<file path="src/rv_isa_pkg.sv">
package rv_isa_pkg;

	typedef enum logic [5:0] {
		NOP,
		LUI, AUIPC, JAL, JALR,
		BEQ, BNE, BLT, BGE, BLTU, BGEU,
		LB, LH, LW, LBU, LHU, SB, SH, SW,
		ADDI, SLTI, SLTIU, XORI, ORI, ANDI, SLLI, SRLI, SRAI,
		ADD, SUB, SLL, SLT, SLTU, XOR, SRL, SRA, OR, AND,
		FENCE, ECALL, EBREAK
	} instr_name_e;

	typedef enum logic [2:0] {
		LK_B, LK_H, LK_W, LK_BU, LK_HU
	} load_kind_e;

	localparam logic [6:0] OP_LUI    = 7'b0110111;
	localparam logic [6:0] OP_AUIPC  = 7'b0010111;
	localparam logic [6:0] OP_JAL    = 7'b1101111;
	localparam logic [6:0] OP_JALR   = 7'b1100111;
	localparam logic [6:0] OP_BRANCH = 7'b1100011;
	localparam logic [6:0] OP_LOAD   = 7'b0000011;
	localparam logic [6:0] OP_STORE  = 7'b0100011;
	localparam logic [6:0] OP_IMM    = 7'b0010011;
	localparam logic [6:0] OP_REG    = 7'b0110011;
	localparam logic [6:0] OP_FENCE  = 7'b0001111;
	localparam logic [6:0] OP_SYSTEM = 7'b1110011;

	localparam logic [2:0] F3_BEQ  = 3'b000; // Branch compares
	localparam logic [2:0] F3_BNE  = 3'b001;
	localparam logic [2:0] F3_BLT  = 3'b100;
	localparam logic [2:0] F3_BGE  = 3'b101;
	localparam logic [2:0] F3_BLTU = 3'b110;
	localparam logic [2:0] F3_BGEU = 3'b111;

	localparam logic [2:0] F3_B  = 3'b000; // Load and store access sizes
	localparam logic [2:0] F3_H  = 3'b001;
	localparam logic [2:0] F3_W  = 3'b010;
	localparam logic [2:0] F3_BU = 3'b100;
	localparam logic [2:0] F3_HU = 3'b101;

	localparam logic [2:0] F3_ADD_SUB = 3'b000; // ALU operations
	localparam logic [2:0] F3_SLL     = 3'b001;
	localparam logic [2:0] F3_SLT     = 3'b010;
	localparam logic [2:0] F3_SLTU    = 3'b011;
	localparam logic [2:0] F3_XOR     = 3'b100;
	localparam logic [2:0] F3_SR      = 3'b101;
	localparam logic [2:0] F3_OR      = 3'b110;
	localparam logic [2:0] F3_AND     = 3'b111;

	function automatic logic [31:0] imm_i(input logic [31:0] instr);
		return {{20{instr[31]}}, instr[31:20]};
	endfunction

	function automatic logic [31:0] imm_s(input logic [31:0] instr);
		return {{20{instr[31]}}, instr[31:25], instr[11:7]};
	endfunction

	function automatic logic [31:0] imm_b(input logic [31:0] instr);
		return {{19{instr[31]}}, instr[31], instr[7], instr[30:25], instr[11:8], 1'b0};
	endfunction

	function automatic logic [31:0] imm_u(input logic [31:0] instr);
		return {instr[31:12], 12'h000};
	endfunction

	function automatic logic [31:0] imm_j(input logic [31:0] instr);
		return {{11{instr[31]}}, instr[31], instr[19:12], instr[20], instr[30:21], 1'b0};
	endfunction

endpackage

</file>
<file path="src/core_cfg_pkg.sv">
package core_cfg_pkg;

	localparam int XLEN = 32; // Data and address width

	localparam int NUM_REGS = 32;

	localparam int REG_AW = 5; // Register index width

	localparam logic [XLEN-1:0] RESET_PC = 32'h8000_0000;

endpackage

</file>
<file path="src/decode_if.sv">
`timescale 1ns/1ns

interface decode_if;

	rv_isa_pkg::instr_name_e name;
	logic [core_cfg_pkg::REG_AW-1:0] rd;
	logic [core_cfg_pkg::REG_AW-1:0] rs1;
	logic [core_cfg_pkg::REG_AW-1:0] rs2;
	logic [core_cfg_pkg::XLEN-1:0] imm; // Already extended and scaled for its format
	logic rd_we;
	logic [2:0] funct3;

	modport dec (
		output name, rd, rs1, rs2, imm, rd_we, funct3
	);

	modport exe (
		input name, rd, rs1, rs2, imm, rd_we, funct3
	);

endinterface

</file>
<file path="src/result_if.sv">
`timescale 1ns/1ns

interface result_if;

	logic [core_cfg_pkg::REG_AW-1:0] rs1_addr;
	logic [core_cfg_pkg::REG_AW-1:0] rs2_addr;
	logic [core_cfg_pkg::XLEN-1:0] rs1_data;
	logic [core_cfg_pkg::XLEN-1:0] rs2_data;
	logic wr_en;
	logic [core_cfg_pkg::REG_AW-1:0] wr_addr;
	logic [core_cfg_pkg::XLEN-1:0] wr_data;
	logic is_load; // Write value comes from the data memory lane
	rv_isa_pkg::load_kind_e load_kind;
	logic [1:0] load_addr_lo;

	modport exe (
		output rs1_addr, rs2_addr, wr_en, wr_addr, wr_data, is_load, load_kind, load_addr_lo,
		input rs1_data, rs2_data
	);

	modport res (
		input rs1_addr, rs2_addr, wr_en, wr_addr, wr_data, is_load, load_kind, load_addr_lo,
		output rs1_data, rs2_data
	);

endinterface

</file>
<file path="src/instr_decode.sv">
`timescale 1ns/1ns

module instr_decode (
	input logic [core_cfg_pkg::XLEN-1:0] i_instr,
	decode_if.dec o_dec
);

	logic [6:0] opcode;
	logic [2:0] funct3;
	logic [6:0] funct7;
	logic [core_cfg_pkg::REG_AW-1:0] rd;
	rv_isa_pkg::instr_name_e name;

	assign opcode = i_instr[6:0];
	assign funct3 = i_instr[14:12];
	assign funct7 = i_instr[31:25];
	assign rd = i_instr[11:7];

	always_comb begin
		name = rv_isa_pkg::NOP; // Anything not matched below retires as NOP
		case (opcode)
			rv_isa_pkg::OP_LUI: name = rv_isa_pkg::LUI;
			rv_isa_pkg::OP_AUIPC: name = rv_isa_pkg::AUIPC;
			rv_isa_pkg::OP_JAL: name = rv_isa_pkg::JAL;
			rv_isa_pkg::OP_JALR: begin
				if (funct3 == 3'b000)
					name = rv_isa_pkg::JALR;
			end
			rv_isa_pkg::OP_BRANCH: begin
				case (funct3)
					rv_isa_pkg::F3_BEQ: name = rv_isa_pkg::BEQ;
					rv_isa_pkg::F3_BNE: name = rv_isa_pkg::BNE;
					rv_isa_pkg::F3_BLT: name = rv_isa_pkg::BLT;
					rv_isa_pkg::F3_BGE: name = rv_isa_pkg::BGE;
					rv_isa_pkg::F3_BLTU: name = rv_isa_pkg::BLTU;
					rv_isa_pkg::F3_BGEU: name = rv_isa_pkg::BGEU;
					default: ;
				endcase
			end
			rv_isa_pkg::OP_LOAD: begin
				case (funct3)
					rv_isa_pkg::F3_B: name = rv_isa_pkg::LB;
					rv_isa_pkg::F3_H: name = rv_isa_pkg::LH;
					rv_isa_pkg::F3_W: name = rv_isa_pkg::LW;
					rv_isa_pkg::F3_BU: name = rv_isa_pkg::LBU;
					rv_isa_pkg::F3_HU: name = rv_isa_pkg::LHU;
					default: ;
				endcase
			end
			rv_isa_pkg::OP_STORE: begin
				case (funct3)
					rv_isa_pkg::F3_B: name = rv_isa_pkg::SB;
					rv_isa_pkg::F3_H: name = rv_isa_pkg::SH;
					rv_isa_pkg::F3_W: name = rv_isa_pkg::SW;
					default: ;
				endcase
			end
			rv_isa_pkg::OP_IMM: begin
				case (funct3)
					rv_isa_pkg::F3_ADD_SUB: name = rv_isa_pkg::ADDI;
					rv_isa_pkg::F3_SLT: name = rv_isa_pkg::SLTI;
					rv_isa_pkg::F3_SLTU: name = rv_isa_pkg::SLTIU;
					rv_isa_pkg::F3_XOR: name = rv_isa_pkg::XORI;
					rv_isa_pkg::F3_OR: name = rv_isa_pkg::ORI;
					rv_isa_pkg::F3_AND: name = rv_isa_pkg::ANDI;
					rv_isa_pkg::F3_SLL: begin
						if (funct7 == 7'b0000000)
							name = rv_isa_pkg::SLLI;
					end
					rv_isa_pkg::F3_SR: begin
						if (funct7 == 7'b0000000)
							name = rv_isa_pkg::SRLI;
						else if (funct7 == 7'b0100000)
							name = rv_isa_pkg::SRAI;
					end
					default: ;
				endcase
			end
			rv_isa_pkg::OP_REG: begin
				if (funct7 == 7'b0000000) begin
					case (funct3)
						rv_isa_pkg::F3_ADD_SUB: name = rv_isa_pkg::ADD;
						rv_isa_pkg::F3_SLL: name = rv_isa_pkg::SLL;
						rv_isa_pkg::F3_SLT: name = rv_isa_pkg::SLT;
						rv_isa_pkg::F3_SLTU: name = rv_isa_pkg::SLTU;
						rv_isa_pkg::F3_XOR: name = rv_isa_pkg::XOR;
						rv_isa_pkg::F3_SR: name = rv_isa_pkg::SRL;
						rv_isa_pkg::F3_OR: name = rv_isa_pkg::OR;
						default: name = rv_isa_pkg::AND;
					endcase
				end else if (funct7 == 7'b0100000) begin
					if (funct3 == rv_isa_pkg::F3_ADD_SUB)
						name = rv_isa_pkg::SUB;
					else if (funct3 == rv_isa_pkg::F3_SR)
						name = rv_isa_pkg::SRA;
				end
			end
			rv_isa_pkg::OP_FENCE: begin
				if (funct3 == 3'b000)
					name = rv_isa_pkg::FENCE;
			end
			rv_isa_pkg::OP_SYSTEM: begin
				if (i_instr[31:7] == 25'h0000000)
					name = rv_isa_pkg::ECALL;
				else if (i_instr[31:7] == 25'h0002000) // Only bit 20 set
					name = rv_isa_pkg::EBREAK;
			end
			default: ;
		endcase
	end

	always_comb begin
		case (opcode)
			rv_isa_pkg::OP_LUI, rv_isa_pkg::OP_AUIPC: o_dec.imm = rv_isa_pkg::imm_u(i_instr);
			rv_isa_pkg::OP_JAL: o_dec.imm = rv_isa_pkg::imm_j(i_instr);
			rv_isa_pkg::OP_BRANCH: o_dec.imm = rv_isa_pkg::imm_b(i_instr);
			rv_isa_pkg::OP_STORE: o_dec.imm = rv_isa_pkg::imm_s(i_instr);
			default: o_dec.imm = rv_isa_pkg::imm_i(i_instr); // Shifts take imm[4:0]
		endcase
	end

	assign o_dec.name = name;
	assign o_dec.rd = rd;
	assign o_dec.rs1 = i_instr[19:15];
	assign o_dec.rs2 = i_instr[24:20];
	assign o_dec.funct3 = funct3;

	// Branches, stores and the NOP class leave rd alone, and x0 is never written
	assign o_dec.rd_we = (rd != '0) && !(name inside {rv_isa_pkg::NOP, rv_isa_pkg::FENCE,
		rv_isa_pkg::ECALL, rv_isa_pkg::EBREAK, rv_isa_pkg::BEQ, rv_isa_pkg::BNE,
		rv_isa_pkg::BLT, rv_isa_pkg::BGE, rv_isa_pkg::BLTU, rv_isa_pkg::BGEU,
		rv_isa_pkg::SB, rv_isa_pkg::SH, rv_isa_pkg::SW});

endmodule

</file>
<file path="src/alu_execute.sv">
`timescale 1ns/1ns

module alu_execute (
	input logic clk,
	input logic mif,
	output logic [core_cfg_pkg::XLEN-1:0] o_pc,
	output logic [core_cfg_pkg::XLEN-1:0] o_dmem_addr,
	output logic [core_cfg_pkg::XLEN-1:0] o_dmem_wdata,
	output logic [core_cfg_pkg::XLEN/8-1:0] o_dmem_be,
	output logic o_dmem_we,
	decode_if.exe o_dec,
	result_if.exe o_res
);

	logic [core_cfg_pkg::XLEN-1:0] pc_q;
	logic [core_cfg_pkg::XLEN-1:0] pc_plus4;
	logic [core_cfg_pkg::XLEN-1:0] rs1_val;
	logic [core_cfg_pkg::XLEN-1:0] rs2_val;
	logic [core_cfg_pkg::XLEN-1:0] ea; // rs1 + imm, shared by loads, stores and JALR
	logic [core_cfg_pkg::XLEN-1:0] alu_out;
	logic [core_cfg_pkg::XLEN-1:0] next_pc;
	logic take_branch;
	logic is_store;

	assign o_res.rs1_addr = o_dec.rs1;
	assign o_res.rs2_addr = o_dec.rs2;
	assign rs1_val = o_res.rs1_data;
	assign rs2_val = o_res.rs2_data;

	assign pc_plus4 = pc_q + 32'd4;
	assign ea = rs1_val + o_dec.imm;

	always_comb begin
		case (o_dec.name)
			rv_isa_pkg::LUI: alu_out = o_dec.imm;
			rv_isa_pkg::AUIPC: alu_out = pc_q + o_dec.imm;
			rv_isa_pkg::JAL, rv_isa_pkg::JALR: alu_out = pc_plus4; // Link value
			rv_isa_pkg::ADDI: alu_out = ea;
			rv_isa_pkg::SLTI: alu_out = {31'b0, $signed(rs1_val) < $signed(o_dec.imm)};
			rv_isa_pkg::SLTIU: alu_out = {31'b0, rs1_val < o_dec.imm};
			rv_isa_pkg::XORI: alu_out = rs1_val ^ o_dec.imm;
			rv_isa_pkg::ORI: alu_out = rs1_val | o_dec.imm;
			rv_isa_pkg::ANDI: alu_out = rs1_val & o_dec.imm;
			rv_isa_pkg::SLLI: alu_out = rs1_val << o_dec.imm[4:0];
			rv_isa_pkg::SRLI: alu_out = rs1_val >> o_dec.imm[4:0];
			rv_isa_pkg::SRAI: alu_out = $signed(rs1_val) >>> o_dec.imm[4:0];
			rv_isa_pkg::ADD: alu_out = rs1_val + rs2_val;
			rv_isa_pkg::SUB: alu_out = rs1_val - rs2_val;
			rv_isa_pkg::SLL: alu_out = rs1_val << rs2_val[4:0];
			rv_isa_pkg::SLT: alu_out = {31'b0, $signed(rs1_val) < $signed(rs2_val)};
			rv_isa_pkg::SLTU: alu_out = {31'b0, rs1_val < rs2_val};
			rv_isa_pkg::XOR: alu_out = rs1_val ^ rs2_val;
			rv_isa_pkg::SRL: alu_out = rs1_val >> rs2_val[4:0];
			rv_isa_pkg::SRA: alu_out = $signed(rs1_val) >>> rs2_val[4:0];
			rv_isa_pkg::OR: alu_out = rs1_val | rs2_val;
			rv_isa_pkg::AND: alu_out = rs1_val & rs2_val;
			default: alu_out = '0; // Loads take their value in writeback
		endcase
	end

	always_comb begin
		case (o_dec.name)
			rv_isa_pkg::BEQ: take_branch = rs1_val == rs2_val;
			rv_isa_pkg::BNE: take_branch = rs1_val != rs2_val;
			rv_isa_pkg::BLT: take_branch = $signed(rs1_val) < $signed(rs2_val);
			rv_isa_pkg::BGE: take_branch = $signed(rs1_val) >= $signed(rs2_val);
			rv_isa_pkg::BLTU: take_branch = rs1_val < rs2_val;
			rv_isa_pkg::BGEU: take_branch = rs1_val >= rs2_val;
			default: take_branch = 1'b0;
		endcase
	end

	always_comb begin
		next_pc = pc_plus4;
		if (o_dec.name == rv_isa_pkg::JAL || take_branch)
			next_pc = pc_q + o_dec.imm;
		else if (o_dec.name == rv_isa_pkg::JALR)
			next_pc = {ea[core_cfg_pkg::XLEN-1:1], 1'b0};
	end

	always_ff @(posedge clk or negedge mif) begin
		if (!mif)
			pc_q <= core_cfg_pkg::RESET_PC;
		else
			pc_q <= next_pc;
	end

	assign o_pc = pc_q;

	// funct3[1:0] gives the access size, low address bits below it are dropped
	always_comb begin
		case (o_dec.funct3[1:0])
			2'b00: o_dmem_addr = ea;
			2'b01: o_dmem_addr = {ea[core_cfg_pkg::XLEN-1:1], 1'b0};
			default: o_dmem_addr = {ea[core_cfg_pkg::XLEN-1:2], 2'b00};
		endcase
	end

	always_comb begin
		o_dmem_wdata = rs2_val;
		o_dmem_be = '0;
		case (o_dec.name)
			rv_isa_pkg::SB: begin
				o_dmem_wdata = {4{rs2_val[7:0]}}; // Byte copied to every lane
				o_dmem_be = 4'b0001 << o_dmem_addr[1:0];
			end
			rv_isa_pkg::SH: begin
				o_dmem_wdata = {2{rs2_val[15:0]}};
				o_dmem_be = o_dmem_addr[1] ? 4'b1100 : 4'b0011;
			end
			rv_isa_pkg::SW: o_dmem_be = 4'b1111;
			default: ;
		endcase
	end

	assign is_store = o_dec.name inside {rv_isa_pkg::SB, rv_isa_pkg::SH, rv_isa_pkg::SW};
	assign o_dmem_we = is_store && mif;

	always_comb begin
		o_res.is_load = 1'b1;
		case (o_dec.name)
			rv_isa_pkg::LB: o_res.load_kind = rv_isa_pkg::LK_B;
			rv_isa_pkg::LH: o_res.load_kind = rv_isa_pkg::LK_H;
			rv_isa_pkg::LW: o_res.load_kind = rv_isa_pkg::LK_W;
			rv_isa_pkg::LBU: o_res.load_kind = rv_isa_pkg::LK_BU;
			rv_isa_pkg::LHU: o_res.load_kind = rv_isa_pkg::LK_HU;
			default: begin
				o_res.is_load = 1'b0;
				o_res.load_kind = rv_isa_pkg::LK_W;
			end
		endcase
	end

	assign o_res.load_addr_lo = o_dmem_addr[1:0];
	assign o_res.wr_en = o_dec.rd_we && mif; // No architectural write is shown during reset
	assign o_res.wr_addr = o_dec.rd;
	assign o_res.wr_data = alu_out;

endmodule

</file>
<file path="src/result_writeback.sv">
`timescale 1ns/1ns

module result_writeback (
	input logic clk,
	input logic mif,
	input logic [core_cfg_pkg::XLEN-1:0] i_dmem_rdata,
	input logic [core_cfg_pkg::XLEN-1:0] i_pc,
	result_if.res o_res,
	output logic o_retire_valid,
	output logic [core_cfg_pkg::XLEN-1:0] o_retire_pc,
	output logic o_retire_we,
	output logic [core_cfg_pkg::REG_AW-1:0] o_retire_rd,
	output logic [core_cfg_pkg::XLEN-1:0] o_retire_data
);

	logic [core_cfg_pkg::XLEN-1:0] regs [core_cfg_pkg::NUM_REGS];
	logic [core_cfg_pkg::XLEN-1:0] load_val;
	logic [core_cfg_pkg::XLEN-1:0] wr_val;
	logic [7:0] lane_b;
	logic [15:0] lane_h;

	assign o_res.rs1_data = (o_res.rs1_addr == '0) ? '0 : regs[o_res.rs1_addr];
	assign o_res.rs2_data = (o_res.rs2_addr == '0) ? '0 : regs[o_res.rs2_addr];

	always_comb begin
		case (o_res.load_addr_lo)
			2'd0: lane_b = i_dmem_rdata[7:0];
			2'd1: lane_b = i_dmem_rdata[15:8];
			2'd2: lane_b = i_dmem_rdata[23:16];
			default: lane_b = i_dmem_rdata[31:24];
		endcase
		lane_h = o_res.load_addr_lo[1] ? i_dmem_rdata[31:16] : i_dmem_rdata[15:0];
	end

	always_comb begin
		case (o_res.load_kind)
			rv_isa_pkg::LK_B: load_val = {{24{lane_b[7]}}, lane_b};
			rv_isa_pkg::LK_BU: load_val = {24'h000000, lane_b};
			rv_isa_pkg::LK_H: load_val = {{16{lane_h[15]}}, lane_h};
			rv_isa_pkg::LK_HU: load_val = {16'h0000, lane_h};
			default: load_val = i_dmem_rdata;
		endcase
	end

	assign wr_val = o_res.is_load ? load_val : o_res.wr_data;

	always_ff @(posedge clk or negedge mif) begin
		if (!mif) begin
			for (int i = 0; i < core_cfg_pkg::NUM_REGS; i++) begin
				regs[i] <= '0;
			end
		end else if (o_res.wr_en) begin
			regs[o_res.wr_addr] <= wr_val; // Decode never requests rd = x0
		end
	end

	// The trace shows the instruction that retires on the coming edge
	assign o_retire_valid = mif;
	assign o_retire_pc = i_pc;
	assign o_retire_we = o_res.wr_en;
	assign o_retire_rd = o_res.wr_addr;
	assign o_retire_data = wr_val;

endmodule

</file>
<file path="src/rv_core.sv">
`timescale 1ns/1ns

module rv_core (
	input logic clk,
	input logic mif,
	output logic [core_cfg_pkg::XLEN-1:0] o_imem_addr,
	input logic [core_cfg_pkg::XLEN-1:0] i_imem_data,
	output logic [core_cfg_pkg::XLEN-1:0] o_dmem_addr,
	output logic [core_cfg_pkg::XLEN-1:0] o_dmem_wdata,
	output logic [core_cfg_pkg::XLEN/8-1:0] o_dmem_be,
	output logic o_dmem_we,
	input logic [core_cfg_pkg::XLEN-1:0] i_dmem_rdata,
	output logic o_retire_valid,
	output logic [core_cfg_pkg::XLEN-1:0] o_retire_pc,
	output logic o_retire_we,
	output logic [core_cfg_pkg::REG_AW-1:0] o_retire_rd,
	output logic [core_cfg_pkg::XLEN-1:0] o_retire_data
);

	decode_if dec_bus ();
	result_if res_bus ();

	instr_decode u_decode (
		.i_instr (i_imem_data),
		.o_dec   (dec_bus.dec)
	);

	alu_execute u_execute (
		.clk          (clk),
		.mif          (mif),
		.o_pc         (o_imem_addr), // The PC is the fetch address
		.o_dmem_addr  (o_dmem_addr),
		.o_dmem_wdata (o_dmem_wdata),
		.o_dmem_be    (o_dmem_be),
		.o_dmem_we    (o_dmem_we),
		.o_dec        (dec_bus.exe),
		.o_res        (res_bus.exe)
	);

	result_writeback u_writeback (
		.clk            (clk),
		.mif            (mif),
		.i_dmem_rdata   (i_dmem_rdata),
		.i_pc           (o_imem_addr),
		.o_res          (res_bus.res),
		.o_retire_valid (o_retire_valid),
		.o_retire_pc    (o_retire_pc),
		.o_retire_we    (o_retire_we),
		.o_retire_rd    (o_retire_rd),
		.o_retire_data  (o_retire_data)
	);

endmodule

</file>
<file path="config.mk">
export PLATFORM = sky130hd
export DESIGN_NAME = rv_core
export DESIGN_NICKNAME = d
export VERILOG_FILES = /design/src/rv_isa_pkg.sv /design/src/core_cfg_pkg.sv /design/src/decode_if.sv /design/src/result_if.sv /design/src/instr_decode.sv /design/src/alu_execute.sv /design/src/result_writeback.sv /design/src/rv_core.sv
export SDC_FILE = /design/constraint.sdc
export NUM_CORES = 2
export LEC_CHECK = 0
export BUFFER_PORTS_ARGS = -buffer_cell sky130_fd_sc_hd__buf_2
export CORE_ASPECT_RATIO = 0.75
export CORE_MARGIN = 10
export CORE_UTILIZATION = 50
export DETAILED_ROUTE_END_ITERATION = 8
export PLACE_DENSITY = 0.8
export SYNTH_ARGS = -nofsm -noshare
export SYNTH_HDL_FRONTEND = slang
export SYNTH_SLANG_ARGS = --single-unit
</file>
<file path="constraint.sdc">
create_clock -name clk -period 8.78 [get_ports clk]
set_input_delay 1.317 -clock clk [delete_from_list [all_inputs] [get_ports clk]]
set_output_delay 1.317 -clock clk [all_outputs]
set_load 0.05 [all_outputs]
</file>
---- Yosys cells after proc, flatten, opt, wreduce, memory -nomap -nowiden ----
Cells that the tools add are included.
storage, ports and cells
  bits in registers ....................... 1056
  word-level logic and storage cells ...... 196
  input bits .............................. 66
cells by class
  mux-type cells .......................... 43
  reduce and logical (&&, ||, !) cells .... 21
  magnitude comparators ................... 10
  eq/ne operators ......................... 68
  bitwise operators ....................... 9
  $add $sub $neg .......................... 5
  shift operators ......................... 7
operator list
  kind                count
  $bwmux 1024         1
  $pmux 32 s22        1
  $bmux 32 s5         2
  $mux 32             10
  $demux 32 s5        1
  $lt 32x32->1        4
  $pmux 32 s4         1
  $pmux 31 s4         1
  $add 32x32->32      3
  $eq 6x5->1 const B  16
  $pmux 6 s11         1
  $and 32x32->32      2
  $ge 32x32->1        2
  $or 32x32->32       2
  $pmux 32 s2         1
  $shl 32x5->32       2
  $shr 32x5->32       2
  $sshr 32x5->32      2
  $xor 32x32->32      2
  $eq 6x6->1 const B  9
  $eq 6x4->1 const B  8
  $mux 6              8
  $pmux 6 s8          1
  $pmux 6 s7          1
  other kinds (49)    80

---- Longest topological paths before layout ----
  depth in word-level cells ............... 12
  mapped depth ............................ 31
  gate-level depth less buffers ........... 21

---- By module ----
From an unflattened synthesis, not the netlist that was laid out.
second synthesis, totals
  cell total of the unflattened synthesis .. 7896
  area total of the unflattened synthesis .. 76261.9 µm²
modules (own cells, without submodules)
  module            times used  area an instance (µm²)  cells each  seq. area each (µm²)
  result_writeback  1           55460.7                 4803        25624.6
  alu_execute       1           19408.6                 2874        802.0
  instr_decode      1           1392.6                  219         0.0

---- Least setup slack after synthesis ----
Ideal clock, no wire load.
  kind .................................... input -> output
  from .................................... input i_imem_data[20] in the netlist's numbering
  to ...................................... output o_retire_data[0] in the netlist's numbering
  path buffers ............................ 10
  setup slack ............................. -0.658 ns
  data arrival time ....................... 8.121 ns
  cell stages on the path ................. 28
  cells stage by stage .................... buf_4 > buf_6 > buf_4 > buf_6 > buf_6 > buf_4 > buf_4 > buf_2 > buf_2 > mux2i_1 > o221ai_1 > o221ai_1 > o21ai_1 > inv_1 > ha_1 > nand3_1 > nor2_1 > a221o_1 > a31o_2 > a31o_2 > a221o_1 > xor2_1 > a311o_1 > a2111o_1 > a2111oi_0 > o211a_1 > buf_2 > inv_1
on the way
  cells in the longest elaborated chain, start to end .. 9
  elaborated cells between the ends (all ways) .. 77
ends and longest elaborated chain
  what                                                                    RTL line                RTL
  start: declaration                                                      rv_core.sv:7            input logic [core_cfg_pkg::XLEN-1:0] i_imem_data,
  parallel branches: the longest is 8 deep, another holds $sub 32x32->32  n/a
  $mux 32 *                                                               result_writeback.sv:45  assign wr_val = o_res.is_load ? load_val : o_res.wr_data;
  end: declaration                                                        rv_core.sv:17           output logic [core_cfg_pkg::XLEN-1:0] o_retire_data
Every way passes the cells marked *. The select of a mux whose other input is x is not followed.

---- Worst setup path after layout ----
  from .................................... input i_imem_data[15] in the netlist's numbering
  to ...................................... output o_retire_data[0] in the netlist's numbering
on the way
  cells in the longest elaborated chain, start to end .. 11
  elaborated cells between the ends (all ways) .. 76
ends and longest elaborated chain
  what                                        RTL line                RTL
  $not 5->6 (implied by the code)             result_writeback.sv:22  assign o_res.rs1_data = (o_res.rs1_addr == '0) ? '0 : regs[o_res.rs1_addr];
  $bmux 32 s5                                 result_writeback.sv:22
  $mux 32 (implied by the code) (2 in a row)  result_writeback.sv:22
  $mux 32                                     result_writeback.sv:22
  $add 32x32->32                              alu_execute.sv:31       assign ea = rs1_val + o_dec.imm;
  $pmux 2 s2                                  alu_execute.sv:92       case (o_dec.funct3[1:0])
  $eq 2x2->1 (tied with other cells)          result_writeback.sv:26  case (o_res.load_addr_lo)
  $pmux 8 s3                                  result_writeback.sv:26
  $pmux 32 s4                                 result_writeback.sv:36  case (o_res.load_kind)
  $mux 32 *                                   result_writeback.sv:45
Every way passes the cells marked *; elsewhere a longest branch is shown, timed or not. The select of a mux whose other input is x is not followed.

==> metrics.txt <==
fraction of layout cells with a size suffix above 1=0.334; final instance area=0.0894 mm²; P&R area growth vs syn=19.0%; largest net degree at the start of global routing=178; Die ar.=0.166 mm²; CP required=7.46 ns; Static Leak=40.2 nW; H-tree depth=3; Tmin final=8.98 ns; Post-synth EDFFs=0; Util after Layout=0.598; FF+latch count, synth=1,056; port bufs=237; die width=468 µm; Seq/Total Area, Yosys=0.352; WHS Path Cells=0; status=finished, violations left; worst reg2reg path endpoint=u_writeback.regs[302]; Worst R2R Path Depth=24; ordered cell list for the critical path=buf_8, buf_12, buf_12, buf_4, mux4_2, mux2i_1, a211o_1, a41o_1, inv_1, ha_1, nand2b_1, nor3_1, nand2_1, or3_1, or4_1, o21ai_0, a2111oi_0, a21oi_1, o211a_4, buf_12, inv_1, buf_2; Synth area leaders=dfrtp_1 (35%), mux4_2 (15%), mux2_2 (8.0%), a21oi_1 (5.2%), nor2_1 (4.2%); Pwr per Cell Area=176 mW/mm²; Num Clock Sinks=1,056; area of the multi-input gates=0.0456 mm²; CP bufs+invs=8; CTS tree=built; most frequent cells after synthesis=dfrtp_1 (1,055), nor2_1 (848), a21oi_1 (774), mux2_2 (533), mux4_2 (496); post-DP HPWL=326 mm; Total GRT Usage=0.511; # DRC=0; area leader, netlist=dfrtp_1; fillcell total=11.7k; core box area=0.150 mm²; Post-synth top flop=dfrtp_1; CTS Hold Bufs=0; WS Path Type=in2out; drt first-iter violations=16.0k; first-pass GRT wire length=597 mm; Rel. slew slack=-0.0196; failing checks=capacitance limit, slew limit, setup timing; Cell Area, Synth=0.0751 mm²; final hold vios=0; Storage cell area=0.0264 mm²; Initial DRT Pass Iterations=9; Worst Setup Start Kind=input pin; HP Class=reg2reg; clock skew=0.103 ns; cells after synthesis=7,421; Yosys warning count=0; final setup violation count=8; vias per cell=7.71; FP Rows=123; reg-to-reg startpoint=u_writeback.regs[160]; Post-Route WL=444 mm; Top Ports=238; clock root buffer=clkbuf_16; Final Net Count=8,269; DP Area=0.0852 mm²; die height=356 µm; Post-Place Cells=9,909; CTS Buf Count=100; reg2reg setup slack=2.09 ns; clk_lat worst skew=0.83 ns; period utilization=1.02; most used cell, CP=buf_12; Worst Setup EP=o_retire_data[0]; CP max FO=17; Tot Pwr=15.7 mW; maximum resistive drop on vdd=0.173 mV; top-count cell post-synth=dfrtp_1; critical path's top delay family=compound AO/OA/AOI/OAI gates; CP Launch Point=i_imem_data[15]; max frequency=111 MHz; vias post-DR=78.2k; vias in the first global route=73.4k; Initial Utilization=0.502; CTS Buffer Depth=3; CP peak stage delay=0.62 ns; initial antenna violation count=45; proportion of netlist area held by the largest area contributor=0.351; grt total ovfl=0; worst path arrival time=7.67 ns; WL per Instance=43.8 µm; Avg Cell Area, Syn=10.1 µm²; syn nets=7,649; endpoint class of the critical path=output pin; WP depth=22; max_cap viols=2; slowest CP cell=a21oi_1; asr flop ratio synth=1.00; Layout Cells excl Fill=10.1k; Clock transition at path regs=0.06 ns; RSZ-0062 raised after global routing=yes; Final Wtd Congestion=1.18; fin worst setup slack=-0.202 ns; Slew Viols, Final=5; Worst Tran Pin Value=1.52 ns; Yosys cell types=106; ANT nets after route=0
-- per-layer routing --
metal	wire, µm	part of all wire	track usage	vias up
li1	-	-	-	29100
met1	163000	0.37	0.669	38500
met2	162000	0.37	0.635	8329
met3	85700	0.19	0.317	2144
met4	33100	0.074	0.276	56
met5	842	0.0019	0.0111	-
-- final cells by class --
class	instances	share of cell area
multi-input cells	5439	0.510
flip-flops and latches	1056	0.295
repair buffers	1266	0.121
clock buffers	135	0.0315
well taps	2000	0.0280
inverters	178	0.00761
clock inverters	43	0.00567
diodes	24	0.000671
-- how the worst min path moves through the flow --
stage	start	end	slack [ns]
CTS	u_writeback.regs[1013]	u_writeback.regs[1013]	0.39
floorplan	u_writeback.regs[1002]	u_writeback.regs[1002]	0.42
global placement	u_writeback.regs[1022]	u_writeback.regs[1022]	0.36
detailed placement	u_writeback.regs[1002]	u_writeback.regs[1002]	0.37
finish	u_writeback.regs[1013]	u_writeback.regs[1013]	0.39
global route	u_writeback.regs[1013]	u_writeback.regs[1013]	0.39
-- logic make-up (layout without fill, tap and decap cells) --
logic type / Yosys count / count (layout) / share of synthesized area
buffers and inverters: 926 / 1622 / 0.0554
adder cells (fa/ha/maj): 163 / 163 / 0.0275
flip-flops: 1056 / 1056 / 0.352
multiplexers: 1356 / 1356 / 0.273
AND/OR/NAND/NOR: 1791 / 1791 / 0.106
AO/OA/AOI/OAI: 2004 / 2004 / 0.172
other: 0 / 24 / 0
XOR/XNOR: 125 / 125 / 0.0146
-- cells in the final DEF (no fill, tap or decap), types with 42 or more instances in the layout --
cell type  Yosys  layout
o221ai_1      63      58
nor2_1       848     809
o22ai_1      110     106
xnor2_1       92      87
o21ai_0      281     277
a211oi_1      60      56
ha_1         158     158
buf_2        144     214
nor3_1        83      77
a21o_1        62      62
nand4_1       42      42
a22oi_1      102      96
mux4_2       496     496
nand2_1      418     417
and3_1        46      42
clkbuf_16      0     104
a21oi_1      774     765
buf_12         0     123
mux2i_1      314     301
nand3_1      118     116
inv_1        163     161
dfrtp_1     1055    1055
a221oi_1      45      43
buf_4         95     906
mux2_2       533     533
-- registers in the layout, summed over array words and instances (netlist names) --
| register | flops |
|---|---|
| u_writeback.regs | 1024 |
| u_execute.o_pc | 32 |
-- timing repair --
item                       4_1_cts  5_1_grt
pin swaps                        5       13
resized for setup               42       57
setup buffers                    5       19
setup endpoints to repair       11       18
cloned                           2        3
-- per-stage QoR --
stage | hold slack, ns | setup slack, ns | TNS [ns]
finish | 0.390 | -0.202 | -0.764
global route | 0.392 | -0.0799 | -0.149
CTS | 0.386 | 0.0119 | 0
detailed placement | 0.371 | -0.676 | -4.15
global placement | 0.361 | -0.563 | -3.31
floorplan | 0.425 | -0.125 | -0.125
-- power breakdown --
group	switching, mW	internal, mW
registers	0.379	5.12
logic	3.74	1.85
clock network	2.16	2.47
(Power assumes the default switching activity.)
